File: src/core_pkg.sv
package core_pkg;

  localparam int xlen = 64;
  localparam logic [xlen-1:0] pc_start = 64'h0;

  // bus size codes
  localparam logic [1:0] size_word = 2'd2;
  localparam logic [1:0] size_double = 2'd3;

  // major opcodes
  localparam logic [6:0] op_op = 7'h33;
  localparam logic [6:0] op_imm = 7'h13;
  localparam logic [6:0] op_lui = 7'h37;
  localparam logic [6:0] op_load = 7'h03;
  localparam logic [6:0] op_store = 7'h23;
  localparam logic [6:0] op_branch = 7'h63;
  localparam logic [6:0] op_trap = 7'h6b;

  // halt causes other than the trap instruction
  localparam logic [7:0] halt_illegal = 8'hff;
  localparam logic [7:0] halt_bus_error = 8'hfe;

  typedef struct packed {
    logic [xlen-1:0] pc;
    logic [31:0] inst;
  } fetch_t;

  typedef enum logic [2:0] {
    alu_add,
    alu_sub,
    alu_pass_b,
    alu_beq,
    alu_bne
  } alu_op_t;

  typedef struct packed {
    logic [xlen-1:0] pc;
    alu_op_t alu_op;
    logic [xlen-1:0] a;
    logic [xlen-1:0] b;
    logic [xlen-1:0] store_data;
    logic [4:0] rd;
    logic we;
    logic load;
    logic store;
    logic trap;
    logic illegal;
    logic [xlen-1:0] branch_off;
  } decoded_t;

  typedef struct packed {
    logic [xlen-1:0] result;
    logic [xlen-1:0] store_data;
    logic [4:0] rd;
    logic we;
    logic load;
    logic store;
    logic trap;
    logic illegal;
  } exec_t;

endpackage

File: src/execute_unit.sv
`timescale 1ns/1ps

module execute_unit (
  input  logic                      in_valid,
  output logic                      in_ready,
  input  core_pkg::decoded_t        in_data,
  output logic                      out_valid,
  input  logic                      out_ready,
  output core_pkg::exec_t           out_data,
  output logic                      redirect,
  output logic [core_pkg::xlen-1:0] redirect_pc
);
  import core_pkg::*;

  logic [xlen-1:0] result;
  logic taken;

  assign out_valid = in_valid;
  assign in_ready = out_ready;

  // loads and stores use the add path for the address
  always_comb begin
    case (in_data.alu_op)
      alu_add: result = in_data.a + in_data.b;
      alu_sub: result = in_data.a - in_data.b;
      alu_pass_b: result = in_data.b;
      default: result = '0;
    endcase
  end

  assign taken = (in_data.alu_op == alu_beq && in_data.a == in_data.b) ||
                 (in_data.alu_op == alu_bne && in_data.a != in_data.b);

  // only on the cycle the branch actually moves on
  assign redirect = in_valid && out_ready && taken;
  assign redirect_pc = in_data.pc + in_data.branch_off;

  always_comb begin
    out_data.result = result;
    out_data.store_data = in_data.store_data;
    out_data.rd = in_data.rd;
    out_data.we = in_data.we;
    out_data.load = in_data.load;
    out_data.store = in_data.store;
    out_data.trap = in_data.trap;
    out_data.illegal = in_data.illegal;
  end

endmodule

File: config.mk
export PLATFORM = sky130hd
export DESIGN_NAME = execute_unit
export DESIGN_NICKNAME = d
export VERILOG_FILES = /design/src/core_pkg.sv /design/src/execute_unit.sv
export SDC_FILE = /design/constraint.sdc
export NUM_CORES = 1
export LEC_CHECK = 0
export BUFFER_PORTS_ARGS = -buffer_cell sky130_fd_sc_hd__buf_2
export CAP_MARGIN = 5
export CORE_AREA = 2 2 211 213
export DETAILED_ROUTE_END_ITERATION = 7
export DIE_AREA = 0 0 213 215
export SETUP_SLACK_MARGIN = 0.15
export SYNTH_ARGS = -nofsm -noshare
export SYNTH_HDL_FRONTEND = slang
export SYNTH_SLANG_ARGS = --single-unit
File: constraint.sdc
create_clock -name vclk -period 7.72
set_clock_uncertainty 0.05 [all_clocks]
set_input_delay 1.544 -clock vclk [all_inputs]
set_output_delay 1.544 -clock vclk [all_outputs]
set_load 0.05 [all_outputs]
==> impl_metrics.tcl <==
set metrics [dict create \
    seqPwrFrac 0 \
    drt_iter0_markers 1365 \
    crit_type "primary input to primary output" \
    p_sw_frac 0.699 \
    wire_per_inst_um 20.2 \
    required_ns 6.13 \
    end_kind "primary output" \
    io_pins 540 \
    fin_crit_ns 7.16 \
    slew_violations 0 \
    p_leak_nw 6.99 \
    max-vdd-ir-drop_mv 0.0924 \
    setup_viol 0 \
    startpoint_type "primary input" \
    combPwrFrac 1.000 \
    hold_start "in_data[91]" \
    nets 2783 \
    vias_per_cell 5.69 \
    dpl_cell_area_sq_um 14800 \
    powerDensity_nw_per_um2 116 \
    antenna_found_initial 7 \
    n_fill_cell 4921 \
    syn_area_per_cell_sq_um 6.43 \
    die-area_sq_um 45800 \
    maxSlewHeadroom 0.405 \
    start_util 0.300 \
    seq_cells 0 \
    drive_gt1_frac 0.198 \
    areaGrowthSynthToFinish_pct 12.8 \
    critPathLaunch "in_data[154]" \
    dp.cells 2845 \
    ant_nets 0 \
    vias 16200 \
    drc_errors 0 \
    crit_fanout 12 \
    die_h_um 215 \
    grt_pass1_vias 15300 \
    dp_hpwl_um 48900 \
    clkbuf_count 0 \
    cts_setup_buffers 0 \
    fin_cells 2846 \
    stdcell_area_sq_um 14800 \
    setup_tns_ns 0 \
    core-area_sq_um 43600 \
    track_usage 0.234 \
    status "finished clean" \
    internal_power_mw 0.514 \
    routed_wl_um 57400 \
    grt_pass1_wl_um 85800 \
    yosysWarnings 0 \
    syn-num-nets 2567 \
    post_synth_num_cell_types 91 \
    power_switching_mw 1.20 \
    place_congestion 0.988 \
    synthCells 2039 \
    drv_cap 0 \
    syn_area_sq_um 13100 \
    num_rows 77 \
    cp_data_arrival_time_ns 5.57 \
    seqCellArea_sq_um 0 \
    seq_area_frac_synth 0 \
    rsz0062_at_grt "false" \
    port_buffers 392 \
    hold_viol 0 \
    p_clk_frac 0 \
    grt_max_degree 59 \
    drt_first_pass_iters 5 \
    max_freq_mhz 140 \
    die_x_um 213 \
    fin_crit_sh 0.928 \
    hp-class "primary input to primary output" \
    worstMarginPinSlew_ns 0.882 \
    grt_overflow 0 \
]
routing by layer:
metal  GRT usage  up-vias  part of all wire  wire, um
met5           0        -            0.0012        69
met4      0.0608       12             0.030      1720
met3      0.0311      118             0.076      4350
met2       0.404      756              0.47     27000
met1       0.304     7549              0.42     24300
li1            -     7751                 -         -
cells in the mapped netlist (33+ instances only):
cell / n / area (sq um)
nand2_1: 168 / 631
xnor2_1: 97 / 850
nand3_1: 41 / 205
a31oi_1: 36 / 225
inv_1: 140 / 526
nor3_1: 41 / 205
buf_4: 82 / 616
ha_1: 190 / 2380
nand4_1: 50 / 313
xor2_1: 33 / 289
nor2_1: 180 / 676
clkbuf_1: 76 / 285
nor4_1: 34 / 213
o21ai_0: 154 / 771
a21oi_1: 225 / 1130
a21o_1: 73 / 548
per-stage QoR:
step,total power [mW],worst slack (ns),utilization,hold slack (ns)
floorplan,1.32,1.03,-,3.21
global placement,1.69,0.788,0.339,3.04
detailed placement,1.68,0.588,0.339,3.04
CTS,1.69,0.566,0.339,3.04
global route,1.82,0.288,0.339,3.04
finish,1.71,0.556,0.339,3.04
final cells by class:
cell class	count	area, sq um	area share
well taps	592	741	0.0501
multi-input cells	1702	11400	0.773
diodes	1	2.50	0.000169
inverters	146	548	0.0371
repair buffers	405	2060	0.139
path summary, 6_finish.rpt:
kind                             to  slack [ns]  cells past startpoint
worst min-delay path   out_data[27]        3.04                      0
worst max-delay path  out_data[137]        0.56                     14
power groups by stage:
stage                     Combinational, mW  Sequential, mW    Clock [mW]
after floorplan                        1.32               0             0
after global placement                 1.69               0             0
after detailed placement               1.68               0             0
after CTS                              1.69               0             0
after global routing                   1.82               0  0.0000000173
final                                  1.71               0  0.0000000173
worst max-delay path: stages:
cell       delay (ns)
buf_2            0.10
inv_1            0.04
ha_1             0.52
inv_1            0.11
a21oi_1          0.27
o31ai_1          0.18
a2111oi_0        0.72
o22ai_1          0.21
a211oi_2         0.40
o31ai_1          0.21
a221oi_2         0.31
xor2_1           0.11
o311ai_1         0.46
buf_2            0.36
what timing repair did:
action,CTS,global route
setup endpoints to repair,0,1
hold buffers,0,0
resized for setup,0,1
hold endpoints to repair,0,0
cells by family after synthesis:
kind of cell    Yosys count  synth area share
simple gates            629             0.230
mux                      12           0.00917
fa+ha+maj               193             0.186
buf+inv                 337             0.128
xor+xnor                130            0.0869
compound gates          738             0.360
placed cells by master (no fill, tap or decap), types with 27 or more instances in the layout:
cell	count
a211oi_1	29
a21o_1	73
a21oi_1	225
a31oi_1	36
buf_2	392
ha_1	189
inv_1	140
nand2_1	168
nand3_1	41
nand4_1	50
nor2_1	180
nor2b_1	32
nor3_1	41
nor4_1	34
o21ai_0	154
o21bai_1	32
o31ai_1	27
xnor2_1	97
xor2_1	33
Power figures use the tool's default switching activity.
