==> config.mk <==
export PLATFORM = sky130hd
export DESIGN_NAME = mem_wb_unit_flat
export DESIGN_NICKNAME = d
export VERILOG_FILES = /design/src/core_pkg.sv /design/src/reg_port_if.sv /design/src/mem_wb_unit.sv /design/src/flat_wrapper.sv
export SDC_FILE = /design/constraint.sdc
export NUM_CORES = 1
export LEC_CHECK = 0
export BUFFER_PORTS_ARGS = -buffer_cell sky130_fd_sc_hd__clkbuf_2
export CAP_MARGIN = 20
export CORE_AREA = 2 2 164 166
export DETAILED_ROUTE_END_ITERATION = 16
export DIE_AREA = 0 0 166 168
export HOLD_SLACK_MARGIN = 0.03
export PLACE_DENSITY = 0.47
export SYNTH_ARGS = -nofsm -noshare
export SYNTH_HDL_FRONTEND = slang
export SYNTH_SLANG_ARGS = --single-unit
==> constraint.sdc <==
create_clock -name clock -period 2.74 [get_ports clock]
set_input_delay 0.274 -clock clock [delete_from_list [all_inputs] [get_ports clock]]
set_output_delay 0.274 -clock clock [all_outputs]
set_load 0.01 [all_outputs]
==> src/core_pkg.sv <==
package core_pkg;

  localparam int xlen = 64;
  localparam logic [xlen-1:0] pc_start = 64'h0;

  // bus size codes
  localparam logic [1:0] size_word = 2'd2;
  localparam logic [1:0] size_double = 2'd3;

  // major opcodes
  localparam logic [6:0] op_op = 7'h33;
  localparam logic [6:0] op_imm = 7'h13;
  localparam logic [6:0] op_lui = 7'h37;
  localparam logic [6:0] op_load = 7'h03;
  localparam logic [6:0] op_store = 7'h23;
  localparam logic [6:0] op_branch = 7'h63;
  localparam logic [6:0] op_trap = 7'h6b;

  // halt causes other than the trap instruction
  localparam logic [7:0] halt_illegal = 8'hff;
  localparam logic [7:0] halt_bus_error = 8'hfe;

  typedef struct packed {
    logic [xlen-1:0] pc;
    logic [31:0] inst;
  } fetch_t;

  typedef enum logic [2:0] {
    alu_add,
    alu_sub,
    alu_pass_b,
    alu_beq,
    alu_bne
  } alu_op_t;

  typedef struct packed {
    logic [xlen-1:0] pc;
    alu_op_t alu_op;
    logic [xlen-1:0] a;
    logic [xlen-1:0] b;
    logic [xlen-1:0] store_data;
    logic [4:0] rd;
    logic we;
    logic load;
    logic store;
    logic trap;
    logic illegal;
    logic [xlen-1:0] branch_off;
  } decoded_t;

  typedef struct packed {
    logic [xlen-1:0] result;
    logic [xlen-1:0] store_data;
    logic [4:0] rd;
    logic we;
    logic load;
    logic store;
    logic trap;
    logic illegal;
  } exec_t;

endpackage

==> src/reg_port_if.sv <==
`timescale 1ns/1ps

interface reg_port_if;
  import core_pkg::*;

  logic [4:0] rs1_addr;
  logic [4:0] rs2_addr;
  logic [xlen-1:0] rs1_data;
  logic [xlen-1:0] rs2_data;
  logic wr_en;
  logic [4:0] wr_addr;
  logic [xlen-1:0] wr_data;

  // decode also watches the write port to retire scoreboard bits
  modport decode (output rs1_addr, rs2_addr, input rs1_data, rs2_data, wr_en, wr_addr);
  modport writeback (output wr_en, wr_addr, wr_data);
  modport file (input rs1_addr, rs2_addr, wr_en, wr_addr, wr_data, output rs1_data, rs2_data);

endinterface

==> src/mem_wb_unit.sv <==
`timescale 1ns/1ps

module mem_wb_unit (
  input  logic                      clock,
  input  logic                      reset,
  input  logic                      in_valid,
  output logic                      in_ready,
  input  core_pkg::exec_t           in_data,
  output logic                      mem_rw_valid,
  input  logic                      mem_rw_ready,
  output logic                      mem_rw_req,
  input  logic [core_pkg::xlen-1:0] mem_r_data,
  output logic [core_pkg::xlen-1:0] mem_w_data,
  output logic [core_pkg::xlen-1:0] mem_rw_addr,
  output logic [1:0]                mem_rw_size,
  input  logic [1:0]                mem_rw_resp,
  reg_port_if.writeback             regs,
  output logic                      halted,
  output logic [7:0]                halt_code
);
  import core_pkg::*;

  typedef enum logic [1:0] {s_idle, s_access, s_halted} state_t;

  state_t state;
  exec_t cur;
  logic take;

  assign in_ready = (state == s_idle);
  assign take = in_valid && in_ready;
  assign halted = (state == s_halted);

  assign mem_rw_valid = (state == s_access);
  assign mem_rw_req = cur.store;
  assign mem_rw_addr = cur.result;
  assign mem_w_data = cur.store_data;
  assign mem_rw_size = size_double;

  // alu results retire on entry, load data on a clean response
  always_comb begin
    regs.wr_en = take && in_data.we && !in_data.load;
    regs.wr_addr = in_data.rd;
    regs.wr_data = in_data.result;
    if (state == s_access) begin
      regs.wr_en = mem_rw_ready && mem_rw_resp == 2'b00 && cur.load && cur.we;
      regs.wr_addr = cur.rd;
      regs.wr_data = mem_r_data;
    end
  end

  always_ff @(posedge clock) begin
    if (take) cur <= in_data;
  end

  always_ff @(posedge clock) begin
    if (reset) begin
      state <= s_idle;
      halt_code <= 8'h00;
    end else begin
      case (state)
        s_idle: begin
          if (take && in_data.trap) begin
            state <= s_halted;
            halt_code <= in_data.result[7:0];
          end else if (take && in_data.illegal) begin
            state <= s_halted;
            halt_code <= halt_illegal;
          end else if (take && (in_data.load || in_data.store)) begin
            state <= s_access;
          end
        end
        s_access: begin
          if (mem_rw_ready && mem_rw_resp != 2'b00) begin
            state <= s_halted;
            halt_code <= halt_bus_error;
          end else if (mem_rw_ready) begin
            state <= s_idle;
          end
        end
        default: state <= s_halted;
      endcase
    end
  end

  a_quiet_halt: assert property (@(posedge clock) disable iff (reset)
    halted |=> halted && !mem_rw_valid);

endmodule

==> src/flat_wrapper.sv <==
// flat-port wrapper written by rule: the top's interface ports become plain ports
module mem_wb_unit_flat import core_pkg::*;
  (clock, reset, in_valid, in_ready, in_data, mem_rw_valid, mem_rw_ready, mem_rw_req, mem_r_data, mem_w_data, mem_rw_addr, mem_rw_size, mem_rw_resp, halted, halt_code, regs_wr_en, regs_wr_addr, regs_wr_data);
  reg_port_if regs_i ();
  input  logic clock;
  input  logic reset;
  input  logic in_valid;
  output logic in_ready;
  input  core_pkg::exec_t in_data;
  output logic mem_rw_valid;
  input  logic mem_rw_ready;
  output logic mem_rw_req;
  input  logic [core_pkg::xlen-1:0] mem_r_data;
  output logic [core_pkg::xlen-1:0] mem_w_data;
  output logic [core_pkg::xlen-1:0] mem_rw_addr;
  output logic [1:0] mem_rw_size;
  input  logic [1:0] mem_rw_resp;
  output logic halted;
  output logic [7:0] halt_code;
  output wire logic [$bits(regs_i.wr_en)-1:0] regs_wr_en;
  output wire logic [$bits(regs_i.wr_addr)-1:0] regs_wr_addr;
  output wire logic [$bits(regs_i.wr_data)-1:0] regs_wr_data;
  assign regs_wr_en = regs_i.wr_en;
  assign regs_wr_addr = regs_i.wr_addr;
  assign regs_wr_data = regs_i.wr_data;
  mem_wb_unit u_core (.clock(clock), .reset(reset), .in_valid(in_valid), .in_ready(in_ready), .in_data(in_data), .mem_rw_valid(mem_rw_valid), .mem_rw_ready(mem_rw_ready), .mem_rw_req(mem_rw_req), .mem_r_data(mem_r_data), .mem_w_data(mem_w_data), .mem_rw_addr(mem_rw_addr), .mem_rw_size(mem_rw_size), .mem_rw_resp(mem_rw_resp), .regs(regs_i), .halted(halted), .halt_code(halt_code));
endmodule
==> results by group <==
Outcome
  • Outcome: completed

Floorplanning
  • Overall die width: 166 µm
  • Area of the die: 27890 µm²
  • Y dimension of the die: 168 µm
  • Initial standard-cell utilization of the core: 0.2403
  • I/O pin cnt: 420
  • Site Rows: 60
  • Core ar.: 26350 µm²

Clocking
  • Total clock sinks: 146
  • Post CTS Setup Buffer Count: 0
  • Clock tree buffer depth: 2
  • Clock network latency to the later pin of the worst-skew pair: 0.42 ns
  • Clock-pin slew on the worst setup and hold paths: 0.07 ns
  • Number of H-tree levels: 4
  • CTS buffer count: 17
  • Clock tree root buffer cell: clkbuf_16
  • TritonCTS clock tree: done

Logic synthesis
  • Yosys Warn Count: 0
  • Avg Inst Size Synth: 16.53 µm²
  • Yosys top cell area share: 0.6449
  • Dominant cell by count in the synthesized netlist: buf_4
  • Number of library cell types mapped by synthesis: 24
  • Cell Area, Synth: 6332 µm²
  • Main area contributors after synthesis: edfxtp_1, buf_4, mux2_2
  • Instance count of the mapped netlist: 383
  • Post-synthesis register bit count: 146
  • Post-synthesis sequential area ratio: 0.6765
  • Dominant synthesized flop cell: edfxtp_1
  • Post-synthesis async set-or-reset flop share: 0
  • Top cells by count, synth: buf_4, edfxtp_1, mux2_2, dfxtp_1, o221a_2
  • Cell accounting for the most synthesized area: edfxtp_1
  • Post-synth EDFFs: 136

Layout
  • Share of final-layout standard cells stronger than drive strength 1: 0.6799
  • Number of antenna cells inserted: 0
  • Area grow syn2layout: 46.73%
  • Post-route cell area: 9291 µm²
  • Post-layout util: 0.3526
  • Nets: 973
  • Number of cells in the finished layout apart from fillers: 1119

Power
  • Leakage component of the power: 4.095 nW
  • Power per Cell Area: 635.5 nW/µm²
  • Internal portion of total power: 4.482 mW
  • Proportion of total power due to net switching: 0.2410
  • Logic gate share of total power: 0.136
  • Share of power burned in the clock network: 0.410
  • Portion of total power attributed to sequential cells: 0.453
  • Net Sw Power: 1.423 mW
  • Maximum VDD drop: 0.3024 mV
  • Total power draw: 5.905 mW

Setup path
  • Worst Reg2Reg Path Length in Cells: 3
  • Endpoint type of the worst setup path: output pin
  • Crit path launch type: register
  • Data required time at the worst endpoint: 2.47 ns
  • Crit path DAT: 1.90 ns
  • Maximum fanout count along the critical path: 71
  • Register-to-register setup slack: 0.93 ns
  • Critical path start-end classification: reg2out
  • Worst R2R End: u_core.mem_w_data[49]$_DFFE_PP_
  • Capturing element of the worst setup path: regs_wr_data[24]
  • Critical Path Start: u_core.state[0]$_SDFFE_PP0P_
  • Crit Reg-Reg Startpoint: u_core.state[1]$_SDFFE_PP0P_

STA
  • Fin Setup TNS: 0 ns
  • Total count of max-transition violations in the final report: 0
  • Post-route fraction of the period consumed by the critical path: 0.7928
  • Setup repair after global routing missed its margin: false
  • Maximum clock frequency: 460.4 MHz
  • Final hold violation count: 0
  • Worst-case clock skew: 0.009856 ns
  • Clock period minus worst slack: 2.172 ns
  • Final setup violation count: 0

Detailed routing
  • Remaining antenna violation count: 0
  • Average wire length per cell after detail routing: 15.22 µm
  • Detailed route wirelength on metal2: 8280 µm
  • Total met3 wirelength after detailed routing: 1350 µm
  • Vias/cell: 3.832
  • Total Routed Length: 17030 µm
  • Number of vias after detailed routing: 4288
  • Pre-Repair DR Iteration Count: 4
  • Number of remaining DRC errors: 0
  • Uppermost signal routing layer after detailed routing: met4
  • Number of DRC violations after detailed-routing iteration 0: 151
  • Wire length on met1: 7149 µm

Place
  • Global placement routability congestion: 0.7334
  • Post-DP HPWL: 12810 µm
  • Area after DPL: 7891 µm²
  • Cell count after placement: 1008
  • Number of buffers inserted by port buffering: 417

GRT
  • Overall track demand over capacity in global routing: 0.1196
  • Number of global-route vias before repair: 4405
  • Pin count of the biggest net entering global routing: 72
  • Wire length of the first global-routing pass: 25420 µm
  • Antenna violations before repair: 0
  • Total grt overflow: 0

Hold path
  • Path category of the worst min-delay check: in2reg
  • Start point of the worst hold path: in_data[7]

Job
  • Number of max-capacitance violations reported: 0
==> per-stage QoR <==
| step | setup WS (ns) | hold WS, ns |
|---|---|---|
| finish | 0.5679 | 0.05456 |
| global placement | 0.9582 | 0.4512 |
| global route | 0.4413 | 0.03028 |
| CTS | 0.5374 | 0.03006 |
| floorplan | 0.7480 | 0.3431 |
| detailed placement | 0.9332 | 0.4527 |
==> final cells by class <==
cell class,count,area (µm²)
timing repair buffer,500,2945
fill,2629,17060
inverter,2,12.51
sequential,146,4284
clock inverter,13,176.4
tap,341,426.7
multi-input combinational,98,1013
clock buffer,19,432.9
==> worst min-delay path by stage <==
stage | end | slack, ns | cells after the start
floorplan | u_core.state[0]$_SDFFE_PP0P_ | 0.34 | 1
global placement | u_core.mem_w_data[11]$_DFFE_PP_ | 0.45 | 1
detailed placement | u_core.mem_w_data[31]$_DFFE_PP_ | 0.45 | 1
CTS | u_core.mem_rw_addr[56]$_DFFE_PP_ | 0.03 | 1
global route | u_core.mem_rw_addr[27]$_DFFE_PP_ | 0.03 | 1
finish | u_core.cur[7]$_DFFE_PP_ | 0.05 | 1
==> critical path: stages, from the launching register on <==
cell      delay [ns]
dfxtp_1         0.39
nor2b_4         0.19
buf_12          0.34
mux2_2          0.39
clkbuf_2        0.13
==> routing by layer <==
layer | vias up | global-route usage
met5 | - | 0
met4 | 0 | 0.03932
met3 | 16 | 0.04349
met2 | 246 | 0.1999
met1 | 1990 | 0.1434
li1 | 2036 | -
==> cells by family (layout without fill, tap and decap cells) <==
kind of cell | Yosys count | after routing | synth area share
AOI/OAI and AO/OA | 15 | 15 | 0.02233
buffers and inverters | 140 | 534 | 0.1652
DFF | 146 | 146 | 0.6765
muxes | 69 | 69 | 0.1227
other | 1 | 2 | 0.0005922
and+or+nand+nor | 12 | 12 | 0.01264
==> power by group through the flow <==
stage,clock (mW),sequential (mW),combinational [mW]
global route,2.61,2.69,0.874
CTS,2.52,2.68,0.821
global placement,0,2.72,0.727
finish,2.42,2.68,0.806
detailed placement,0,2.73,0.728
floorplan,0,2.72,0.454
==> registers in the layout (all words and copies together), names as in the netlist <==
name                cells
u_core.mem_rw_req       1
u_core.halt_code        8
u_core.state            2
u_core.mem_rw_addr     64
u_core.cur              7
u_core.mem_w_data      64
==> repair_timing <==
| action | 4_1_cts | 5_1_grt |
|---|---|---|
| gates resized for setup | 0 | 0 |
| hold buffers | 79 | 0 |
| hold endpoints to repair | 79 | 0 |
==> layout by cell type (no fill, tap or decap), types with 2 or more instances in the layout <==
master,n
clkbuf_1,2
inv_6,3
buf_12,3
o221a_1,3
nand3b_1,2
conb_1,2
o21ai_0,3
bufinv_16,3
dfxtp_1,10
clkbuf_2,417
mux2_2,69
clkbuf_16,17
nor2_1,3
dlygate4sd3_1,79
clkinvlp_4,3
clkinv_4,4
edfxtp_1,136
o221a_2,4
(Power assumes the default switching activity.)
