<file path="src/core_pkg.sv">
package core_pkg;

  localparam int xlen = 64;
  localparam logic [xlen-1:0] pc_start = 64'h0;

  // bus size codes
  localparam logic [1:0] size_word = 2'd2;
  localparam logic [1:0] size_double = 2'd3;

  // major opcodes
  localparam logic [6:0] op_op = 7'h33;
  localparam logic [6:0] op_imm = 7'h13;
  localparam logic [6:0] op_lui = 7'h37;
  localparam logic [6:0] op_load = 7'h03;
  localparam logic [6:0] op_store = 7'h23;
  localparam logic [6:0] op_branch = 7'h63;
  localparam logic [6:0] op_trap = 7'h6b;

  // halt causes other than the trap instruction
  localparam logic [7:0] halt_illegal = 8'hff;
  localparam logic [7:0] halt_bus_error = 8'hfe;

  typedef struct packed {
    logic [xlen-1:0] pc;
    logic [31:0] inst;
  } fetch_t;

  typedef enum logic [2:0] {
    alu_add,
    alu_sub,
    alu_pass_b,
    alu_beq,
    alu_bne
  } alu_op_t;

  typedef struct packed {
    logic [xlen-1:0] pc;
    alu_op_t alu_op;
    logic [xlen-1:0] a;
    logic [xlen-1:0] b;
    logic [xlen-1:0] store_data;
    logic [4:0] rd;
    logic we;
    logic load;
    logic store;
    logic trap;
    logic illegal;
    logic [xlen-1:0] branch_off;
  } decoded_t;

  typedef struct packed {
    logic [xlen-1:0] result;
    logic [xlen-1:0] store_data;
    logic [4:0] rd;
    logic we;
    logic load;
    logic store;
    logic trap;
    logic illegal;
  } exec_t;

endpackage

</file>
<file path="src/reg_port_if.sv">
`timescale 1ns/1ps

interface reg_port_if;
  import core_pkg::*;

  logic [4:0] rs1_addr;
  logic [4:0] rs2_addr;
  logic [xlen-1:0] rs1_data;
  logic [xlen-1:0] rs2_data;
  logic wr_en;
  logic [4:0] wr_addr;
  logic [xlen-1:0] wr_data;

  // decode also watches the write port to retire scoreboard bits
  modport decode (output rs1_addr, rs2_addr, input rs1_data, rs2_data, wr_en, wr_addr);
  modport writeback (output wr_en, wr_addr, wr_data);
  modport file (input rs1_addr, rs2_addr, wr_en, wr_addr, wr_data, output rs1_data, rs2_data);

endinterface

</file>
<file path="src/decode_unit.sv">
`timescale 1ns/1ps

module decode_unit (
  input  logic               clock,
  input  logic               reset,
  input  logic               flush,
  input  logic               in_valid,
  output logic               in_ready,
  input  core_pkg::fetch_t   in_data,
  output logic               out_valid,
  input  logic               out_ready,
  output core_pkg::decoded_t out_data,
  reg_port_if.decode         regs
);
  import core_pkg::*;

  logic [31:0] inst;
  logic [6:0] opcode;
  logic [2:0] funct3;
  logic [4:0] rd;
  logic [xlen-1:0] imm_i;
  logic [xlen-1:0] imm_s;
  logic [xlen-1:0] imm_b;
  logic [xlen-1:0] imm_u;
  logic use_rs1;
  logic use_rs2;
  logic stall;
  logic [31:0] pending;
  decoded_t d;

  assign inst = in_data.inst;
  assign opcode = inst[6:0];
  assign funct3 = inst[14:12];
  assign rd = inst[11:7];

  assign imm_i = {{52{inst[31]}}, inst[31:20]};
  assign imm_s = {{52{inst[31]}}, inst[31:25], inst[11:7]};
  assign imm_b = {{51{inst[31]}}, inst[31], inst[7], inst[30:25], inst[11:8], 1'b0};
  assign imm_u = {{32{inst[31]}}, inst[31:12], 12'h000};

  // trap reports x10, so read it like any source
  assign regs.rs1_addr = (opcode == op_trap) ? 5'd10 : inst[19:15];
  assign regs.rs2_addr = inst[24:20];

  always_comb begin
    d = '0;
    d.pc = in_data.pc;
    d.alu_op = alu_add;
    d.a = regs.rs1_data;
    d.b = regs.rs2_data;
    d.store_data = regs.rs2_data;
    d.rd = rd;
    d.branch_off = imm_b;
    use_rs1 = 1'b1;
    use_rs2 = 1'b0;
    case (opcode)
      op_op: begin
        use_rs2 = 1'b1;
        d.we = 1'b1;
        if (funct3 != 3'd0 || (inst[31:25] != 7'h00 && inst[31:25] != 7'h20)) d.illegal = 1'b1;
        if (inst[30]) d.alu_op = alu_sub;
      end
      op_imm: begin
        d.b = imm_i;
        d.we = 1'b1;
        d.illegal = (funct3 != 3'd0);
      end
      op_lui: begin
        use_rs1 = 1'b0;
        d.alu_op = alu_pass_b;
        d.b = imm_u;
        d.we = 1'b1;
      end
      op_load: begin
        d.b = imm_i;
        d.load = 1'b1;
        d.we = 1'b1;
        d.illegal = (funct3 != 3'd3);
      end
      op_store: begin
        use_rs2 = 1'b1;
        d.b = imm_s;
        d.store = 1'b1;
        d.illegal = (funct3 != 3'd3);
      end
      op_branch: begin
        use_rs2 = 1'b1;
        d.alu_op = funct3[0] ? alu_bne : alu_beq;
        d.illegal = (funct3[2:1] != 2'b00);
      end
      op_trap: begin
        // x10 + 0 carries the exit code down
        d.b = '0;
        d.trap = 1'b1;
      end
      default: begin
        use_rs1 = 1'b0;
        d.illegal = 1'b1;
      end
    endcase
    d.we = d.we && !d.illegal && (rd != 5'd0);
  end

  // wait on pending sources, and on a pending rd so writes stay ordered
  assign stall = (use_rs1 && pending[regs.rs1_addr]) ||
                 (use_rs2 && pending[regs.rs2_addr]) ||
                 (d.we && pending[rd]);

  assign out_valid = in_valid && !stall;
  assign in_ready = out_ready && !stall;
  assign out_data = d;

  always_ff @(posedge clock) begin
    if (reset) begin
      pending <= '0;
    end else begin
      if (regs.wr_en) pending[regs.wr_addr] <= 1'b0;
      // an issue squashed by a redirect never reaches writeback
      if (out_valid && out_ready && !flush && d.we) pending[rd] <= 1'b1;
    end
  end

endmodule

</file>
<file path="src/flat_wrapper.sv">
// flat-port wrapper written by rule: the top's interface ports become plain ports
module decode_unit_flat import core_pkg::*;
  (clock, reset, flush, in_valid, in_ready, in_data, out_valid, out_ready, out_data, regs_rs1_addr, regs_rs2_addr, regs_rs1_data, regs_rs2_data, regs_wr_en, regs_wr_addr);
  reg_port_if regs_i ();
  input  logic clock;
  input  logic reset;
  input  logic flush;
  input  logic in_valid;
  output logic in_ready;
  input  core_pkg::fetch_t in_data;
  output logic out_valid;
  input  logic out_ready;
  output core_pkg::decoded_t out_data;
  output wire logic [$bits(regs_i.rs1_addr)-1:0] regs_rs1_addr;
  output wire logic [$bits(regs_i.rs2_addr)-1:0] regs_rs2_addr;
  input wire logic [$bits(regs_i.rs1_data)-1:0] regs_rs1_data;
  input wire logic [$bits(regs_i.rs2_data)-1:0] regs_rs2_data;
  input wire logic [$bits(regs_i.wr_en)-1:0] regs_wr_en;
  input wire logic [$bits(regs_i.wr_addr)-1:0] regs_wr_addr;
  assign regs_rs1_addr = regs_i.rs1_addr;
  assign regs_rs2_addr = regs_i.rs2_addr;
  assign regs_i.rs1_data = regs_rs1_data;
  assign regs_i.rs2_data = regs_rs2_data;
  assign regs_i.wr_en = regs_wr_en;
  assign regs_i.wr_addr = regs_wr_addr;
  decode_unit u_core (.clock(clock), .reset(reset), .flush(flush), .in_valid(in_valid), .in_ready(in_ready), .in_data(in_data), .out_valid(out_valid), .out_ready(out_ready), .out_data(out_data), .regs(regs_i));
endmodule
</file>
<file path="config.mk">
export PLATFORM = sky130hd
export DESIGN_NAME = decode_unit_flat
export DESIGN_NICKNAME = d
export VERILOG_FILES = /design/src/core_pkg.sv /design/src/reg_port_if.sv /design/src/decode_unit.sv /design/src/flat_wrapper.sv
export SDC_FILE = /design/constraint.sdc
export NUM_CORES = 1
export LEC_CHECK = 0
export ABC_AREA = 1
export BUFFER_PORTS_ARGS = -buffer_cell sky130_fd_sc_hd__buf_2
export CELL_PAD_IN_SITES_DETAIL_PLACEMENT = 2
export CELL_PAD_IN_SITES_GLOBAL_PLACEMENT = 2
export CORE_ASPECT_RATIO = 0.5
export CORE_MARGIN = 2
export CORE_UTILIZATION = 14
export DETAILED_ROUTE_END_ITERATION = 10
export GPL_ROUTABILITY_DRIVEN = 0
export PLACE_DENSITY_LB_ADDON = 0.1
export SLEW_MARGIN = 0
export SYNTH_ARGS = -nofsm -noshare
export SYNTH_HDL_FRONTEND = slang
export SYNTH_SLANG_ARGS = --single-unit
</file>
<file path="constraint.sdc">
create_clock -name clock -period 1.9 [get_ports clock]
set_clock_uncertainty 0.15 [all_clocks]
set_input_delay 0.19 -clock clock [delete_from_list [all_inputs] [get_ports clock]]
set_output_delay 0.19 -clock clock [all_outputs]
set_load 0.01 [all_outputs]
</file>
==> run summary, run 1 <==
Status: finished, violations left
Failing checks: setup timing
Period minus WS final: 2230 ps
CP max stage cell: dfxtp_2
WS Path Type: flop to output port
Leading cell types in the layout, fill and taps excluded: buf_2 (286), buf_4 (172), nand2_1 (115), nor2_1 (80), buf_6 (49)
Hold buffers post-CTS: 0
Iter 0 DRT Violations: 285
Die Area: 41500 sq um
P per Cell Area: 328 nW/um^2
Netlist cell types: 31
DR vias/cell: 3.95
Antenna-violating nets left: 0
Sequential group share of total power: 21.8%
Req. time, crit path: 1560 ps
DR DRC count: 0
Largest register FFs: 32
Fmax: 0.448 GHz
Async SR Flop Fraction: 0%
Layout cells sized above 1: 68.3%
Final hold slack: 230 ps
Ys Warns: 0
GR peak layer: met2
Max FO, Critical Path: 2
Reg2Reg Depth: 17
Sequential area share after synthesis: 11.5%
Post-synth EDFFs: 0
Die Wd: 286 microns
Synthesized cell area: 5560 sq um
M2 GR Usage: 30.9%
Skew-Pair Late Insertion Delay: 290 ps
Total grt overflow: 0
Share of the synthesized area in the top cell type: 36.4%
1st-pass router iterations: 4
Initial antenna violation count: 2
Top FF cell, synth: dfxtp_1
Leak: 0.00446 uW
CP arrival: 1890 ps
Syn_area_per_cell: 5.95 sq um
Critical path buffers and inverters: 3
Largest stage delay on the critical path: 320 ps
Final Slew Violations: 0
Sw frac: 38.7%
Clock group share of total power: 27.7%
Clock slew at reported path FFs: 50 ps
CTS tree: done
Most flops, register: u_core.pending
Top cell type by total area after synthesis: buf_4
Detail Placement HPWL: 28.7 mm
Area contributors post-synth: buf_4 (36%), nand2_1 (13%), dfxtp_1 (12%)
Final Net Count: 1425
HP Start: regs_rs1_data[0]
Hold Path End: out_data[202]
WL final: 35.5 mm
Reg-to-reg endpoint: u_core.pending[23]$_SDFF_PP0_
RSZ-0062 raised after global routing: yes
H-tree levels: 2
P_int: 1880 uW
CORE AREA: 39100 sq um
Crit path depth: 12
Setup violations, final: 97
Worst-path cell chain: buf_6 > o211ai_1 > nand3_2 > nand3_2 > nand3_2 > o21ai_2 > nor2_2 > nor2_4 > buf_6 > nand2_4 > nor2_4 > buf_6
Syn Inst Count: 935
Total of max-cap violations: 0
IO Port Bufs: 322
Synthesized flop and latch total: 32
Largest registers: u_core.pending x32
Startpoint types: flop
I/O Pins: 580
FF-to-FF Start: u_core.pending[15]$_SDFF_PP0_
Final instance area: 9340 sq um
Die span in y: 145 microns
GR Layer Usage met3: 2.30%
Maximum clock path buffer count: 2
Post-route setup slack: -334 ps
Comb pwr share: 50.5%
Worst min path class: primary input to output port
Fillcell total: 4679
CTS root buf: clkbuf_16
Hold path cells: 0
Clk sinks: 32
Largest net degree at the start of global routing: 55
Synthesized net count: 1170
Starting Density: 14.2%
Reg-to-reg slack, setup: -280 ps
CP top delay family: simple AND/OR/NAND/NOR gates
Final Hold Viols: 0
Met1 GRT Util: 18.5%
Total GRT Usage: 16.4%
Commonest non-fill, non-tap cell in the layout: buf_2
Vias: 6810
Critical Path Sink Type: output port
P_sw: 1190 uW
Routed wire per std cell: 20.6 microns
Final TNS setup: -20340 ps
Area Overhead vs Synth: 67.9%
Placed cell area: 7210 sq um
Period utilization: 118%
First-pass GRT wire length: 50.9 mm
Worst ir drop on vdd: 248 uV
Floorplan row count: 51
Vias in the first global route: 7566
CTS Buf Count: 5
==> cell families after synthesis <==
group,count (synthesis),share of synthesized area (%)
and+or+nand+nor,421,32.3
other,1,0.0674
DFF,32,11.5
buffers and inverters,363,43.4
AOI/OAI and AO/OA,118,12.7
==> power by group through the flow <==
| stage | logic, uW | clock network, uW | registers [uW] |
|---|---|---|---|
| after floorplan | 938 | 0 | 686 |
| after global placement | 1250 | 0 | 686 |
| after detailed placement | 1260 | 0 | 686 |
| after CTS | 1440 | 885 | 671 |
| after global routing | 1670 | 914 | 669 |
| final | 1550 | 849 | 669 |
==> layout make-up <==
cell class | count | area, sq um | area share [%]
timing repair buffer | 545 | 4060 | 43.4
multi-input combinational | 540 | 3530 | 37.8
sequential | 32 | 666 | 7.13
tap | 530 | 663 | 7.10
inverter | 66 | 277 | 2.96
clock buffer | 8 | 146 | 1.57
antenna | 1 | 2.50 | 0.0268
==> worst max-delay path by stage <==
stage                                              from                             to  slack (ps)
after floorplan                              in_data[1]                  out_data[150]         -50
after global placement                       in_data[1]  u_core.pending[31]$_SDFF_PP0_        -630
after detailed placement                     in_data[1]  u_core.pending[23]$_SDFF_PP0_        -720
after CTS                 u_core.pending[17]$_SDFF_PP0_                       in_ready        -430
after global routing       u_core.pending[7]$_SDFF_PP0_                      out_valid        -450
final                     u_core.pending[20]$_SDFF_PP0_                      out_valid        -330
==> metrics by stage <==
step / setup WS [ps] / total power, uW / instances / util, %
2_1_floorplan: -46.1 / 1620 / 935 / -
3_5_place_dp: -724 / 1940 / 1670 / 18.5
3_3_place_gp: -633 / 1940 / 1670 / 18.5
5_1_grt: -448 / 3250 / 1722 / 23.9
4_1_cts: -430 / 2990 / 1716 / 21.8
6_report: -334 / 3070 / 1722 / 23.9
==> what timing repair did <==
item,in CTS,in global routing
endpoints found under the setup margin,97,97
gates resized for setup,208,206
gates cloned,11,2
setup buffers,28,8
pin swaps,37,55
==> per-layer routing <==
layer  vias up  part of all wire [%]
met5         -                     0
met4         0                   3.1
met3        75                   4.1
met2       172                    53
met1      3352                    39
li1       3211                     -
==> synth_stat cells (2+ instances only) <==
cell / instances
nand2_2: 4
clkbuf_1: 19
buf_4: 270
o21ai_0: 14
inv_2: 4
nand3_1: 49
o21ai_1: 2
a21oi_1: 65
o211ai_1: 4
o2111ai_1: 6
nor2_2: 21
nor2_4: 3
buf_6: 5
nor3_1: 20
a22oi_1: 16
inv_1: 59
buf_2: 3
nor2_1: 121
nor3_2: 2
clkinv_1: 3
o221ai_1: 4
nand2_1: 197
a22o_1: 5
dfxtp_1: 32
(Power assumes the default switching activity.)
==> run 2, diff against run 1 <==
Settings changed: PLACE_DENSITY set to 0.79, PLACE_DENSITY_LB_ADDON 0.1 to unset.
==> run summary, run 2 (synthesized netlist as in run 1, its figures left out) <==
1st-pass router iterations: 5 (was 4)
Status: finished, violations left (unchanged)
Starting Density: 14.2% (unchanged)
Clock slew at reported path FFs: 70 ps (was 50 ps)
Startpoint types: flop (unchanged)
Final Hold Viols: 0 (unchanged)
HP Start: regs_rs1_data[4] (was regs_rs1_data[0])
IO Port Bufs: 322 (unchanged)
CTS Buf Count: 5 (unchanged)
Fmax: 0.354 GHz (was 0.448 GHz)
Floorplan row count: 51 (unchanged)
DR vias/cell: 4.70 (was 3.95)
Die Area: 41500 sq um (unchanged)
Clk sinks: 32 (unchanged)
P per Cell Area: 338 nW/um^2 (was 328 nW/um^2)
Total grt overflow: 0 (unchanged)
Layout cells sized above 1: 68.8% (was 68.3%)
WL final: 54.6 mm (was 35.5 mm)
FF-to-FF Start: u_core.pending[1]$_SDFF_PP0_ (was u_core.pending[15]$_SDFF_PP0_)
Total of max-cap violations: 0 (unchanged)
Critical Path Sink Type: flop (was output port)
Slew headroom: 45.0%
Iter 0 DRT Violations: 493 (was 285)
Largest registers: u_core.pending x32 (unchanged)
H-tree levels: 2 (unchanged)
Die Wd: 286 microns (unchanged)
Die span in y: 145 microns (unchanged)
Worst-path cell chain: inv_2 > a22oi_2 > nand2_1 > nand2_1 > nand2_1 > nor2_4 > nand2_4 > nor2_4 > nor2_4 > buf_6 > nand4_4 > buf_12 > nor2_2 > nor2_1 > nor2_1 (was buf_6 > o211ai_1 > nand3_2 > nand3_2 > nand3_2 > o21ai_2 > nor2_2 > nor2_4 > buf_6 > nand2_4 > nor2_4 > buf_6)
Largest stage delay on the critical path: 510 ps (was 320 ps)
Period minus WS final: 2820 ps (was 2230 ps)
Final Net Count: 1419 (was 1425)
CTS root buf: clkbuf_16 (unchanged)
First-pass GRT wire length: 64.1 mm (was 50.9 mm)
RSZ-0062 raised after global routing: yes (unchanged)
Req. time, crit path: 1870 ps (was 1560 ps)
CP arrival: 2790 ps (was 1890 ps)
CP max stage cell: dfxtp_1 (was dfxtp_2)
Largest net degree at the start of global routing: 55 (unchanged)
Vias: 8145 (was 6810)
Largest register FFs: 32 (unchanged)
Critical path buffers and inverters: 3 (unchanged)
Leading cell types in the layout, fill and taps excluded: buf_2 (273), buf_4 (164), nand2_1 (107), nor2_1 (72), buf_6 (66) (was buf_2 (286), buf_4 (172), nand2_1 (115), nor2_1 (80), buf_6 (49))
Area Overhead vs Synth: 71.5% (was 67.9%)
Skew-Pair Late Insertion Delay: 290 ps (about the same)
Worst min path class: primary input to output port (unchanged)
WS Path Type: flop to flop (was flop to output port)
Period utilization: 149% (was 118%)
DR DRC count: 0 (unchanged)
Maximum clock path buffer count: 2 (unchanged)
Final Slew Violations: 0 (unchanged)
Worst ir drop on vdd: 345 uV (was 248 uV)
CTS tree: done (unchanged)
Most flops, register: u_core.pending (unchanged)
Vias in the first global route: 8081 (was 7566)
Leak: 0.00446 uW (about the same)
I/O Pins: 580 (unchanged)
Setup violations, final: 99 (was 97)
Post-route setup slack: -922 ps (was -334 ps)
Initial antenna violation count: 34 (was 2)
Max FO, Critical Path: 8 (was 2)
Total GRT Usage: 21.4% (was 16.4%)
CORE AREA: 39100 sq um (unchanged)
Detail Placement HPWL: 34.4 mm (was 28.7 mm)
Critical Path Start: u_core.pending[1]$_SDFF_PP0_ (was u_core.pending[20]$_SDFF_PP0_)
Failing checks: setup timing (unchanged)
Worst Tran Pin Value: 825 ps
Final hold slack: 230 ps (unchanged)
Antenna-violating nets left: 0 (unchanged)
Reg-to-reg slack, setup: -920 ps (was -280 ps)
Pre-CTS setup slack: -656 ps (was -724 ps)
Routed wire per std cell: 31.5 microns (was 20.6 microns)
CP top delay family: simple AND/OR/NAND/NOR gates (unchanged)
Commonest non-fill, non-tap cell in the layout: buf_2 (unchanged)
-- run 2: path summary, 6_finish.rpt --
kind	end	cells past startpoint
max	u_core.pending[18]$_SDFF_PP0_	15
min reg2reg	u_core.pending[31]$_SDFF_PP0_	4
min	out_data[206]	0
max reg2reg	u_core.pending[18]$_SDFF_PP0_	15
-- run 2: metal layers --
metal	wire [microns]	GRT usage (%)	up-vias	share of wire (%)
met4	4240	9.97	4	7.8
li1	-	-	3226	-
met5	18	0	-	0.033
met3	4710	5.77	257	8.6
met2	25000	36.7	641	46
met1	20600	24.8	4017	38
-- run 2: power breakdown --
part | total (uW) | switching, uW | leakage [uW] | internal, uW
Clock | 838 | 359 | 0.0000668 | 479
Combinational | 1730 | 1020 | 0.00413 | 702
Sequential | 662 | 0.0136 | 0.000270 | 662
-- run 2: through the flow --
| step | std cells | instance area [sq um] | total power [uW] | TNS (ps) | util, % |
|---|---|---|---|---|---|
| global placement | 1663 | 7180 | 1920 | -30250 | 18.4 |
| CTS | 1695 | 8460 | 2920 | -26570 | 21.7 |
| global route | 1731 | 9540 | 3310 | -52150 | 24.4 |
| floorplan | 935 | 5590 | 1620 | -873 | - |
| detailed placement | 1663 | 7180 | 1950 | -36460 | 18.4 |
| finish | 1732 | 9540 | 3230 | -48780 | 24.4 |
-- run 2: final cells by class --
class	count	area, sq um
inverter	66	279
fill	4589	29500
multi-input combinational	540	3660
timing repair buffer	539	4080
sequential	32	681
clock inverter	1	5.00
clock buffer	6	129
antenna	18	45.0
tap	530	663
-- run 2: timing repair --
action,4_1_cts,5_1_grt
pin swaps,27,51
hold buffers,0,0
buffers inserted,19,23
setup endpoints to repair,98,99
gates resized for setup,211,252
endpoints found under the hold margin,0,0
cloned,9,1
-- run 2: worst reg2reg max path, cell delays in order (launching register included) --
cell,delay (ps)
dfxtp_1,510
inv_2,130
a22oi_2,180
nand2_1,190
nand2_1,160
nand2_1,120
nor2_4,120
nand2_4,70
nor2_4,110
nor2_4,60
buf_6,120
nand4_4,140
buf_12,180
nor2_2,40
nor2_1,210
nor2_1,140
