**src/core_pkg.sv**
```systemverilog
package core_pkg;

  localparam int xlen = 64;
  localparam logic [xlen-1:0] pc_start = 64'h0;

  // bus size codes
  localparam logic [1:0] size_word = 2'd2;
  localparam logic [1:0] size_double = 2'd3;

  // major opcodes
  localparam logic [6:0] op_op = 7'h33;
  localparam logic [6:0] op_imm = 7'h13;
  localparam logic [6:0] op_lui = 7'h37;
  localparam logic [6:0] op_load = 7'h03;
  localparam logic [6:0] op_store = 7'h23;
  localparam logic [6:0] op_branch = 7'h63;
  localparam logic [6:0] op_trap = 7'h6b;

  // halt causes other than the trap instruction
  localparam logic [7:0] halt_illegal = 8'hff;
  localparam logic [7:0] halt_bus_error = 8'hfe;

  typedef struct packed {
    logic [xlen-1:0] pc;
    logic [31:0] inst;
  } fetch_t;

  typedef enum logic [2:0] {
    alu_add,
    alu_sub,
    alu_pass_b,
    alu_beq,
    alu_bne
  } alu_op_t;

  typedef struct packed {
    logic [xlen-1:0] pc;
    alu_op_t alu_op;
    logic [xlen-1:0] a;
    logic [xlen-1:0] b;
    logic [xlen-1:0] store_data;
    logic [4:0] rd;
    logic we;
    logic load;
    logic store;
    logic trap;
    logic illegal;
    logic [xlen-1:0] branch_off;
  } decoded_t;

  typedef struct packed {
    logic [xlen-1:0] result;
    logic [xlen-1:0] store_data;
    logic [4:0] rd;
    logic we;
    logic load;
    logic store;
    logic trap;
    logic illegal;
  } exec_t;

endpackage

```
**src/fetch_unit.sv**
```systemverilog
`timescale 1ns/1ps

module fetch_unit (
  input  logic                    clock,
  input  logic                    reset,
  output logic                    if_rw_valid,
  input  logic                    if_rw_ready,
  input  logic [core_pkg::xlen-1:0] if_r_data,
  output logic [core_pkg::xlen-1:0] if_rw_addr,
  output logic [1:0]              if_rw_size,
  input  logic [1:0]              if_rw_resp,
  input  logic                    redirect,
  input  logic [core_pkg::xlen-1:0] redirect_pc,
  input  logic                    halted,
  output logic                    out_valid,
  input  logic                    out_ready,
  output core_pkg::fetch_t        out_data
);
  import core_pkg::*;

  logic req_active;
  logic discard;
  logic buf_valid;
  logic [xlen-1:0] pc;
  logic [xlen-1:0] req_addr;
  logic [31:0] word;
  fetch_t buf_q;

  assign if_rw_valid = req_active;
  assign if_rw_addr = req_addr;
  assign if_rw_size = size_word;
  assign out_valid = buf_valid;
  assign out_data = buf_q;

  // a failed fetch becomes an all-zero word, which decodes as illegal
  assign word = (if_rw_resp != 2'b00) ? 32'h0 :
                req_addr[2] ? if_r_data[63:32] : if_r_data[31:0];

  always_ff @(posedge clock) begin
    if (reset) begin
      pc <= pc_start;
      req_active <= 1'b0;
      discard <= 1'b0;
      buf_valid <= 1'b0;
    end else begin
      if (req_active && if_rw_ready) begin
        req_active <= 1'b0;
        discard <= 1'b0;
        if (!discard && !redirect) begin
          buf_valid <= 1'b1;
          buf_q <= '{pc: req_addr, inst: word};
        end
      end else if (req_active && redirect) begin
        // still owe the bus a completion, drop it when it comes
        discard <= 1'b1;
      end
      if (out_valid && out_ready) begin
        buf_valid <= 1'b0;
        pc <= pc + 64'd4;
      end
      if (redirect) begin
        buf_valid <= 1'b0;
        pc <= redirect_pc;
      end
      if (!req_active && !buf_valid && !halted && !redirect) begin
        req_active <= 1'b1;
        req_addr <= pc;
      end
    end
  end

  a_addr_stable: assert property (@(posedge clock) disable iff (reset)
    if_rw_valid && !if_rw_ready |=> if_rw_valid && $stable(if_rw_addr));

endmodule

```
**config.mk**
```make
export PLATFORM = sky130hd
export DESIGN_NAME = fetch_unit
export DESIGN_NICKNAME = d
export VERILOG_FILES = /design/src/core_pkg.sv /design/src/fetch_unit.sv
export SDC_FILE = /design/constraint.sdc
export NUM_CORES = 1
export LEC_CHECK = 0
export ABC_AREA = 1
export ABC_CLOCK_PERIOD_IN_PS = 22500
export BUFFER_PORTS_ARGS = -buffer_cell sky130_fd_sc_hd__buf_4
export CAP_MARGIN = 5
export CORE_MARGIN = 3
export CORE_UTILIZATION = 55
export DETAILED_ROUTE_END_ITERATION = 8
export GPL_TIMING_DRIVEN = 0
export PLACE_DENSITY = 0.91
export SYNTH_ARGS = -nofsm -noshare
export SYNTH_HDL_FRONTEND = slang
export SYNTH_SLANG_ARGS = --single-unit
```
**constraint.sdc**
```tcl
create_clock -name clock -period 22.5 [get_ports clock]
set_input_delay 1.125 -clock clock [delete_from_list [all_inputs] [get_ports clock]]
set_output_delay 1.125 -clock clock [all_outputs]
set_load 0.05 [all_outputs]
```
==> results of run 1 <==
-- final timing paths --
path,start,end,depth (start not counted)
min,pc[1]$_SDFFE_PP0P_,if_rw_addr[1]$_DFFE_PP_,0
min reg2reg,pc[1]$_SDFFE_PP0P_,if_rw_addr[1]$_DFFE_PP_,0
max,redirect,out_data[71]$_DFFE_PP_,10
max reg2reg,if_rw_valid$_SDFFE_PP0P_,out_data[71]$_DFFE_PP_,9
-- cell families (layout without fill, tap and decap cells) --
| logic type | after synthesis | after routing | share of synthesized area |
|---|---|---|---|
| xor+xnor | 25 | 25 | 0.02128 |
| flops | 227 | 227 | 0.5974 |
| buf+inv | 110 | 460 | 0.04245 |
| compound gates | 98 | 98 | 0.04938 |
| fa+ha+maj | 1 | 1 | 0.001216 |
| mux | 1 | 1 | 0.0009730 |
| other cells | 2 | 2 | 0.0007300 |
| simple gates | 710 | 710 | 0.2866 |
-- synthesized netlist by cell type, drive strengths merged, types with 6 or more instances --
cell type  number
nand2         417
nor2          232
edfxtp        160
inv            73
dfxtp          67
o21ai          51
nand3          49
a21oi          37
clkbuf         21
xor2           19
buf            16
nand4           7
o22ai           6
xnor2           6
-- registers in the layout (all words and copies together), names as in the netlist --
register	cells
discard	1
out_data	96
if_rw_valid	1
out_valid	1
pc	64
if_rw_addr	64
-- power groups by stage --
stage / Sequential [µW] / Clock, µW / Combinational [µW]
3_5_place_dp: 484 / 0 / 90.4
2_1_floorplan: 497 / 0 / 34.0
6_report: 477 / 393 / 92.0
3_3_place_gp: 485 / 0 / 87.0
5_1_grt: 478 / 412 / 98.6
4_1_cts: 476 / 396 / 91.6
-- worst max-delay path, stage by stage --
cell	delay, ps
sky130_fd_sc_hd__buf_2	190
sky130_fd_sc_hd__clkbuf_1	290
sky130_fd_sc_hd__nor4_2	320
sky130_fd_sc_hd__buf_4	240
sky130_fd_sc_hd__buf_4	220
sky130_fd_sc_hd__buf_6	160
sky130_fd_sc_hd__buf_4	180
sky130_fd_sc_hd__buf_4	210
sky130_fd_sc_hd__buf_4	220
sky130_fd_sc_hd__buf_4	220
-- through the flow --
stage                     hold slack (ps)    util  setup WS (ps)
after floorplan                     403.0       -          11040
after detailed placement            414.0  0.7124          18850
after CTS                           430.2  0.7552          19340
after global placement              414.0  0.7051           7204
final                               432.8  0.7552          19310
after global routing                439.4  0.7552          19190
-- area by class of cell --
| type | count | share of cell area |
|---|---|---|
| flip-flops and latches | 227 | 0.4484 |
| multi-input cells | 837 | 0.2713 |
| repair buffers | 309 | 0.1707 |
| clock buffers | 31 | 0.04492 |
| well taps | 229 | 0.02091 |
| inverters | 73 | 0.01999 |
| clock inverters | 10 | 0.01187 |
| plain buffers | 37 | 0.01187 |
-- per-layer routing --
| layer | track usage | wire [µm] |
|---|---|---|
| met2 | 0.5774 | 17180 |
| met5 | 0 | 0 |
| met1 | 0.3714 | 12610 |
| met3 | 0.05325 | 2546 |
| met4 | 0.1451 | 1656 |
==> results.md, run 1 <==
Routing:
- The routed design has 34.00 mm of wire.
- The number of remaining DRC errors is 0.
- Summing over every cut layer, the via total after detailed routing is 9425.
- The first-pass iteration count of the detailed router is 6.
- The violation count after the first detailed-routing iteration is 836.
- The number of antenna-violating nets in the routed design is 0.
- The via count normalized by instance count is 5.376.
- After detailed routing, the average wire length per cell comes to 19.39 µm.

Clock tree:
- Counting every sink on the clock net gives 227.
- The clock latency at the later pin of the worst-skew pair is 510 ps.
- The worst-case clock buffer depth is 3.
- In this run the post-CTS setup repair buffer count came out at 0.
- The CTS tree is yes.
- In this run the number of H-tree levels came out at 1.
- The register clock-pin slew on the reported worst setup and hold paths is 60 ps.
- In this run, post-CTS repair resized a total of 0 instances.
- The hold-fix buffer count after cts is 0.
- The number of buffers created by CTS is 23.
- The root buffer selected by CTS is sky130_fd_sc_hd__clkbuf_16.

Worst setup path:
- Data on the critical path is required at its endpoint by 22710 ps.
- In this run the worst path has a maximum fanout of 10.
- The setup check on the worst reg-to-reg path leaves a slack of 20050 ps.
- The critical path in this run is classified as in -> reg.
- The critical path endpoint category is a flop.
- The startpoint kind of the worst setup timing path is an input pin.
- Data on the critical path arrives at its endpoint at 3390 ps.

Timing:
- Setup repair after global routing left no endpoint under its margin.
- The slew of the pin with the lowest slew margin is 972.3 ps.
- Setup violations remaining at the end of the flow were counted as 0.
- The final critical path time including I/O delays and setup is 3186 ps.
- The hold violation total from the final report is 0.
- The setup TNS is 0 ps.
- Derived from the worst setup path, the maximum achievable clock frequency is 0.3139 GHz.
- The share of the clock period used by the worst path after layout is 0.1416.
- The max-slew violation total from the final report is 0.
- The worst slew slack as a fraction of its limit is 0.3502.
- The worst clock skew on the final layout is 12.01 ps.

Placed design:
- The instance area at placement is 12930 µm².
- Counting tap cells, the placed design contains a total of 1712 instances.
- The count of buffers added on input and output ports is 296.
- The HPWL reported at the end of detailed placement is 25.87 mm.
- The routability congestion estimate from global placement is 0.9620.

Logic synthesis:
- The synthesized design contains 160 enable-type register cells.
- The net count after synthesis is 1311.
- The most used flip-flop cell after synthesis is sky130_fd_sc_hd__edfxtp_1.
- The average cell area after synthesis is 8.763 µm².
- The area share of the largest cell type after synthesis is 0.4670.
- Yosys attributes the largest share of cell area to sky130_fd_sc_hd__edfxtp_1 (47%), sky130_fd_sc_hd__nand2_1 (15%), sky130_fd_sc_hd__dfxtp_1 (13%).
- The dominant cell type by area after synthesis is sky130_fd_sc_hd__edfxtp_1.
- Of all flip-flops after synthesis, the portion carrying an async set or reset was 0.
- Synthesis produced a netlist whose cell count is 1174.
- The count of yosys warnings during synthesis is 0.
- In this run the cell area of the synthesized design comes to 10290 µm².
- The number of synthesized register bits is 227.
- The sequential-to-total area share from yosys stat is 0.5974.
- Synthesis instantiated 33 different standard cells from the library.

Cells and area:
- Leaving out fill and tap cells, the most frequent cell in the layout is sky130_fd_sc_hd__nand2_1.
- The diode insertion count for antenna repair is 0.
- Leaving out fill and tap cells, the most frequent cells in the layout are sky130_fd_sc_hd__nand2_1 (402), sky130_fd_sc_hd__buf_4 (308), sky130_fd_sc_hd__nor2_1 (204), sky130_fd_sc_hd__edfxtp_1 (160), sky130_fd_sc_hd__dfxtp_1 (67).
- The net count of the finished layout is 1645.
- The layout filler cell count is 1219.
- In the final layout, flip-flops and latches occupy 6146 µm².
- Summing all non-filler instances in the final layout gives an area of 13710 µm².
- The total area of multi-input combinational cells is 3719 µm².
- In the final layout, the share of cells above drive strength 1 is 0.2690.
- Relative to the synthesized area, the layout overhead comes to 33.23%.
- The final standard cell count with taps included and fillers excluded is 1753.

Global route:
- Entering global routing, the biggest net connects 37 pins.
- Across every metal layer, demand over resource in global routing totals 0.3194.
- After global routing the overflow that remains totals 0.
- The number of antenna violations at the first check in global routing came to 0.
- The global-route wire length before repair is 50.06 mm.
- The number of global-route vias before repair is 9205.

Floorplanning:
- 300 I/O pins were placed.
- In this run the vertical extent of the chip is 142.8 µm.
- The die boundary width is 142.8 µm.
- The initialized floorplan defines 49 standard-cell rows.
- The initial standard-cell utilization of the core is 0.5669.
- The floorplan step defined a core boundary enclosing 18150 µm².
- The die covers 20380 µm².

Worst hold path:
- The kind of path behind the tightest hold check is reg -> reg.

Power:
- The internal power contribution is 734.8 µW.
- The share of total power in the clock network is 0.409.
- IR analysis of the VDD net gives a maximum drop of 0.00007178 V.
- Power spread over the standard cell area amounts to 70.20 nW/µm².
- Of the total power, registers draw 0.495.
- The net switching power is 227.3 µW.
- The combinational cell fraction of total power is 0.096.
- Overall power consumption after layout is estimated at 962.1 µW.
- The total leakage power is 0.005807 µW.
- Of the total power, the share spent switching nets is 0.2363.

Run:
- The count of maximum capacitance violations is 0.

Outcome:
- The flow ran to the end, and the final reports show no timing, DRC or antenna violations.
No activity file was read; power rests on OpenSTA's default activity.
==> run 2: changes to the inputs <==
ABC_CLOCK_PERIOD_IN_PS = 2900   (was 22500)
CORE_UTILIZATION = 47   (was 55)
PLACE_DENSITY = 0.83   (was 0.91)
clock period = 2.9 ns   (was 22.5 ns; I/O delays follow)
==> results.md, run 2 (synthesis results as in run 1) <==
Placed design:
- The routability congestion estimate from global placement is 0.9590 (was 0.9620).
- The number of cells after detailed placement is 1752 (was 1712).
- The worst slack after detailed placement is 230.7 ps (was 18850 ps).
- The HPWL reported at the end of detailed placement is 25.54 mm (was 25.87 mm).
- The number of buffers inserted by port buffering is 296 (unchanged).

Timing:
- The hold violation total from the final report is 0 (unchanged).
- The minimum setup slack in the final design is 610.4 ps (was 19310 ps).
- The worst clock skew on the final layout is 31.71 ps (was 12.01 ps).
- The achievable frequency is 0.4368 GHz.
- The slew of the pin with the lowest slew margin is 1038 ps (was 972.3 ps).
- The max-slew violation total from the final report is 0 (unchanged).
- The final critical path time including I/O delays and setup is 2290 ps.
- The share of the clock period used by the worst path after layout is 0.7895.
- The total setup violations reported at the end of the flow came to 0 (unchanged).
- The worst slew slack as a fraction of its limit is 0.3031 (was 0.3502).
- Unrepaired setup endpoints after global routing: false (unchanged).

Cells and area:
- The layout overhead on the synthesized area is 43.52% (was 33.23%).
- The diode insertion count for antenna repair came to 0 (unchanged).
- The utilization of the core after routing came to 0.6936 (was 0.7552).
- The share of post-route cells with drive strength above 1 is 0.2535 (was 0.2690).
- The flip-flop and latch area is 6150 µm² (was 6146 µm²).
- The total area of multi-input combinational cells is 3735 µm² (was 3719 µm²).
- The final standard cell count with taps included and fillers excluded is 1900 (was 1753).
- The commonest non-fill, non-tap cell in the layout was sky130_fd_sc_hd__nand2_1 (unchanged).
- The layout filler cell count is 1533 (was 1219).
- The final net count came to 1744 (was 1645).
- Most used cells in the layout excluding fill and tap cells: sky130_fd_sc_hd__nand2_1 (401), sky130_fd_sc_hd__buf_4 (298), sky130_fd_sc_hd__nor2_1 (204), sky130_fd_sc_hd__edfxtp_1 (160), sky130_fd_sc_hd__dlygate4sd3_1 (104) (was sky130_fd_sc_hd__nand2_1 (402), sky130_fd_sc_hd__buf_4 (308), sky130_fd_sc_hd__nor2_1 (204), sky130_fd_sc_hd__edfxtp_1 (160), sky130_fd_sc_hd__dfxtp_1 (67)).
- The flip-flop count of the largest register, all copies and words added is 96 (unchanged).

Power:
- The maximum ir drop on the vdd rail is 0.0004289 V (was 0.00007178 V).
- The share of total power in the clock network was 0.388 (was 0.409).
- The total leakage power is 0.006253 µW (was 0.005807 µW).
- The internal power contribution is 5521 µW (was 734.8 µW).
- The combinational cell fraction of total power came to 0.112 (was 0.096).
- The proportion of power drawn by flip-flops and latches was 0.499 (was 0.495).
- The net switching power is 1885 µW (was 227.3 µW).
- The switching share of power came to 0.2545 (was 0.2363).
- The ratio of total power to cell area is 501.6 nW/µm² (was 70.20 nW/µm²).

Clock tree:
- The number of buffers created by CTS is 24 (was 23).
- The CTS tree is yes (unchanged).
- The worst-case clock buffer depth is 3 (unchanged).
- The root buffer selected by CTS is sky130_fd_sc_hd__clkbuf_16 (unchanged).
- The CTS sink count was 227 (unchanged).
- The post-CTS repair timing setup buffer count was 0 (unchanged).
- The number of levels the H-tree was split into is 1 (unchanged).
- The register clock-pin slew on the reported worst setup and hold paths is 60 ps (about the same).
- The clock latency at the later pin of the worst-skew pair is 540 ps (was 510 ps).

Worst setup path:
- The depth of the worst register-to-register path is 5 (was 9).
- The highest net fanout along the worst path is 16 (was 10).
- The worst endpoint required time is 3140 ps (was 22710 ps).
- The most common cell type on the critical path is sky130_fd_sc_hd__buf_6 (was sky130_fd_sc_hd__buf_4).
- The startpoint kind of the worst setup timing path is a flop (was input pin).
- The destination of the worst register-to-register timing path is out_data[73]$_DFFE_PP_ (was out_data[71]$_DFFE_PP_).
- The buffer and inverter count on the worst path is 3 (was 9).
- The cell family contributing the most delay on the critical path is simple AND/OR/NAND/NOR gates (was buffers and inverters).
- The critical setup path kind is reg -> reg (was in -> reg).
- The critical path data arrival time is 2530 ps (was 3390 ps).
- The slowest library cell on the worst path is sky130_fd_sc_hd__nor4_4 (was sky130_fd_sc_hd__nor4_2).
- Critical Path, Cell by Cell: nand2_4, nor4_4, buf_6, buf_6, buf_6 (was buf_2, clkbuf_1, nor4_2, buf_4, buf_4, buf_6, buf_4, buf_4, buf_4, buf_4).
- The critical path's largest stage delay came to 850 ps (was 320 ps).
- The register-to-register setup slack is 610 ps (was 20050 ps).
- The critical path endpoint category is a flop (unchanged).
- The critical register-to-register path startpoint was if_rw_valid$_SDFFE_PP0P_ (unchanged).

Global route:
- The global-route wire length before repair is 54.98 mm (was 50.06 mm).
- The total global routing overflow is 0 (unchanged).
- The maximum number of pins on one net before global-route repair is 36 (was 37).
- The met1 track utilization from global routing is 0.3575 (was 0.3714).
- The total routing resource utilization after global routing is 0.2931 (was 0.3194).
- The number of antenna violations at the first check in global routing is 0 (unchanged).
- The layer carrying the most global-route usage is met2 (unchanged).
- The met3 demand-to-capacity share in global routing is 0.04560 (was 0.05325).
- The number of global-route vias before repair was 9870 (was 9205).
- The met2 capacity usage during global routing is 0.5324 (was 0.5774).

Floorplanning:
- The core outline area is 21290 µm² (was 18150 µm²).
- The height of the chip came to 153.9 µm (was 142.8 µm).
- The standard-cell row count was 53 (was 49).
- The die boundary width is 153.9 µm (was 142.8 µm).
- The initial standard-cell utilization of the core was 0.4833 (was 0.5669).
- The number of ports placed on the die boundary is 300 (unchanged).
- The die area is 23700 µm² (was 20380 µm²).

Routing:
- The average wire per cell in the routed design is 18.98 µm (was 19.39 µm).
- The detailed-route via count is 9875 (was 9425).
- The via count normalized by instance count came to 5.197 (was 5.376).
- The first-pass iteration count of the detailed router is 6 (unchanged).
- The number of remaining DRC errors is 0 (unchanged).
- The number of antenna-violating nets in the routed design is 0 (unchanged).
- The total routed wirelength is 36.06 mm (was 34.00 mm).
- The violation count after the first detailed-routing iteration is 795 (was 836).

Worst hold path:
- The number of cells on the worst hold path came to 5 (was 0).
- The worst hold path startpoint is redirect_pc[19] (was pc[1]$_SDFFE_PP0P_).
- The kind of path behind the tightest hold check is in -> reg (was reg -> reg).
- The endpoint of the worst hold-timing path is pc[19]$_SDFFE_PP0N_ (was if_rw_addr[1]$_DFFE_PP_).

Outcome:
- Outcome: completed (unchanged).

Run:
- The count of maximum capacitance violations came to 0 (unchanged).
## run 2: worst max-delay path by stage
| stage | from | endpoint | slack (ps) | cells after the start |
|---|---|---|---|---|
| 2_1_floorplan | if_rw_valid$_SDFFE_PP0P_ | out_data[0]$_SDFFCE_PP0P_ | -1170 | 2 |
| 3_3_place_gp | redirect | out_data[74]$_DFFE_PP_ | -2530 | 3 |
| 3_5_place_dp | redirect | if_rw_addr[45]$_DFFE_PP_ | 230 | 6 |
| 4_1_cts | if_rw_valid$_SDFFE_PP0P_ | out_data[73]$_DFFE_PP_ | 620 | 5 |
| 5_1_grt | if_rw_valid$_SDFFE_PP0P_ | out_data[69]$_DFFE_PP_ | 460 | 5 |
| 6_report | if_rw_valid$_SDFFE_PP0P_ | out_data[73]$_DFFE_PP_ | 610 | 5 |
## run 2: through the flow
stage	hold slack, ps	power [µW]	cell area [µm²]	TNS, ps
after floorplan	204.4	4121	10330	-112400
after global placement	370.1	4440	12900	-249320
after detailed placement	380.7	4461	12990	0
after CTS	0.07983	7417	14740	0
after global routing	17.19	7644	14760	0
final	20.70	7405	14760	0
## run 2: routing by layer
| layer | vias to the layer above | routed length (µm) |
|---|---|---|
| met4 | 0 | 1156 |
| li1 | 4672 | - |
| met2 | 478 | 18420 |
| met1 | 4639 | 13940 |
| met3 | 86 | 2533 |
| met5 | - | 0 |
## run 2: layout make-up
| cell class | instances | share of cell area |
|---|---|---|
| Clock buffer | 29 | 0.04330 |
| Tap cell | 275 | 0.02331 |
| Timing Repair Buffer | 407 | 0.2272 |
| Sequential cell | 227 | 0.4165 |
| Buffer | 37 | 0.01169 |
| Clock inverter | 15 | 0.006441 |
| Multi-Input combinational cell | 837 | 0.2530 |
| Inverter | 73 | 0.01856 |
## run 2: power by group through the flow
stage / Sequential (µW) / Clock, µW / Combinational (µW)
CTS: 3690 / 2910 / 815
detailed placement: 3760 / 0 / 702
global route: 3710 / 3040 / 894
finish: 3700 / 2880 / 833
global placement: 3760 / 0 / 681
floorplan: 3850 / 0 / 267
## run 2: tightest hold or removal path: cells and delay by family
family / cells / cell delay (ps)
buffers and inverters: 1 / 80
and+or+nand+nor: 3 / 180
AOI/OAI and AO/OA: 1 / 90
## run 2: timing repair
item,CTS,global route
resized for setup,0,0
hold buffers,102,2
hold endpoints to repair,86,2
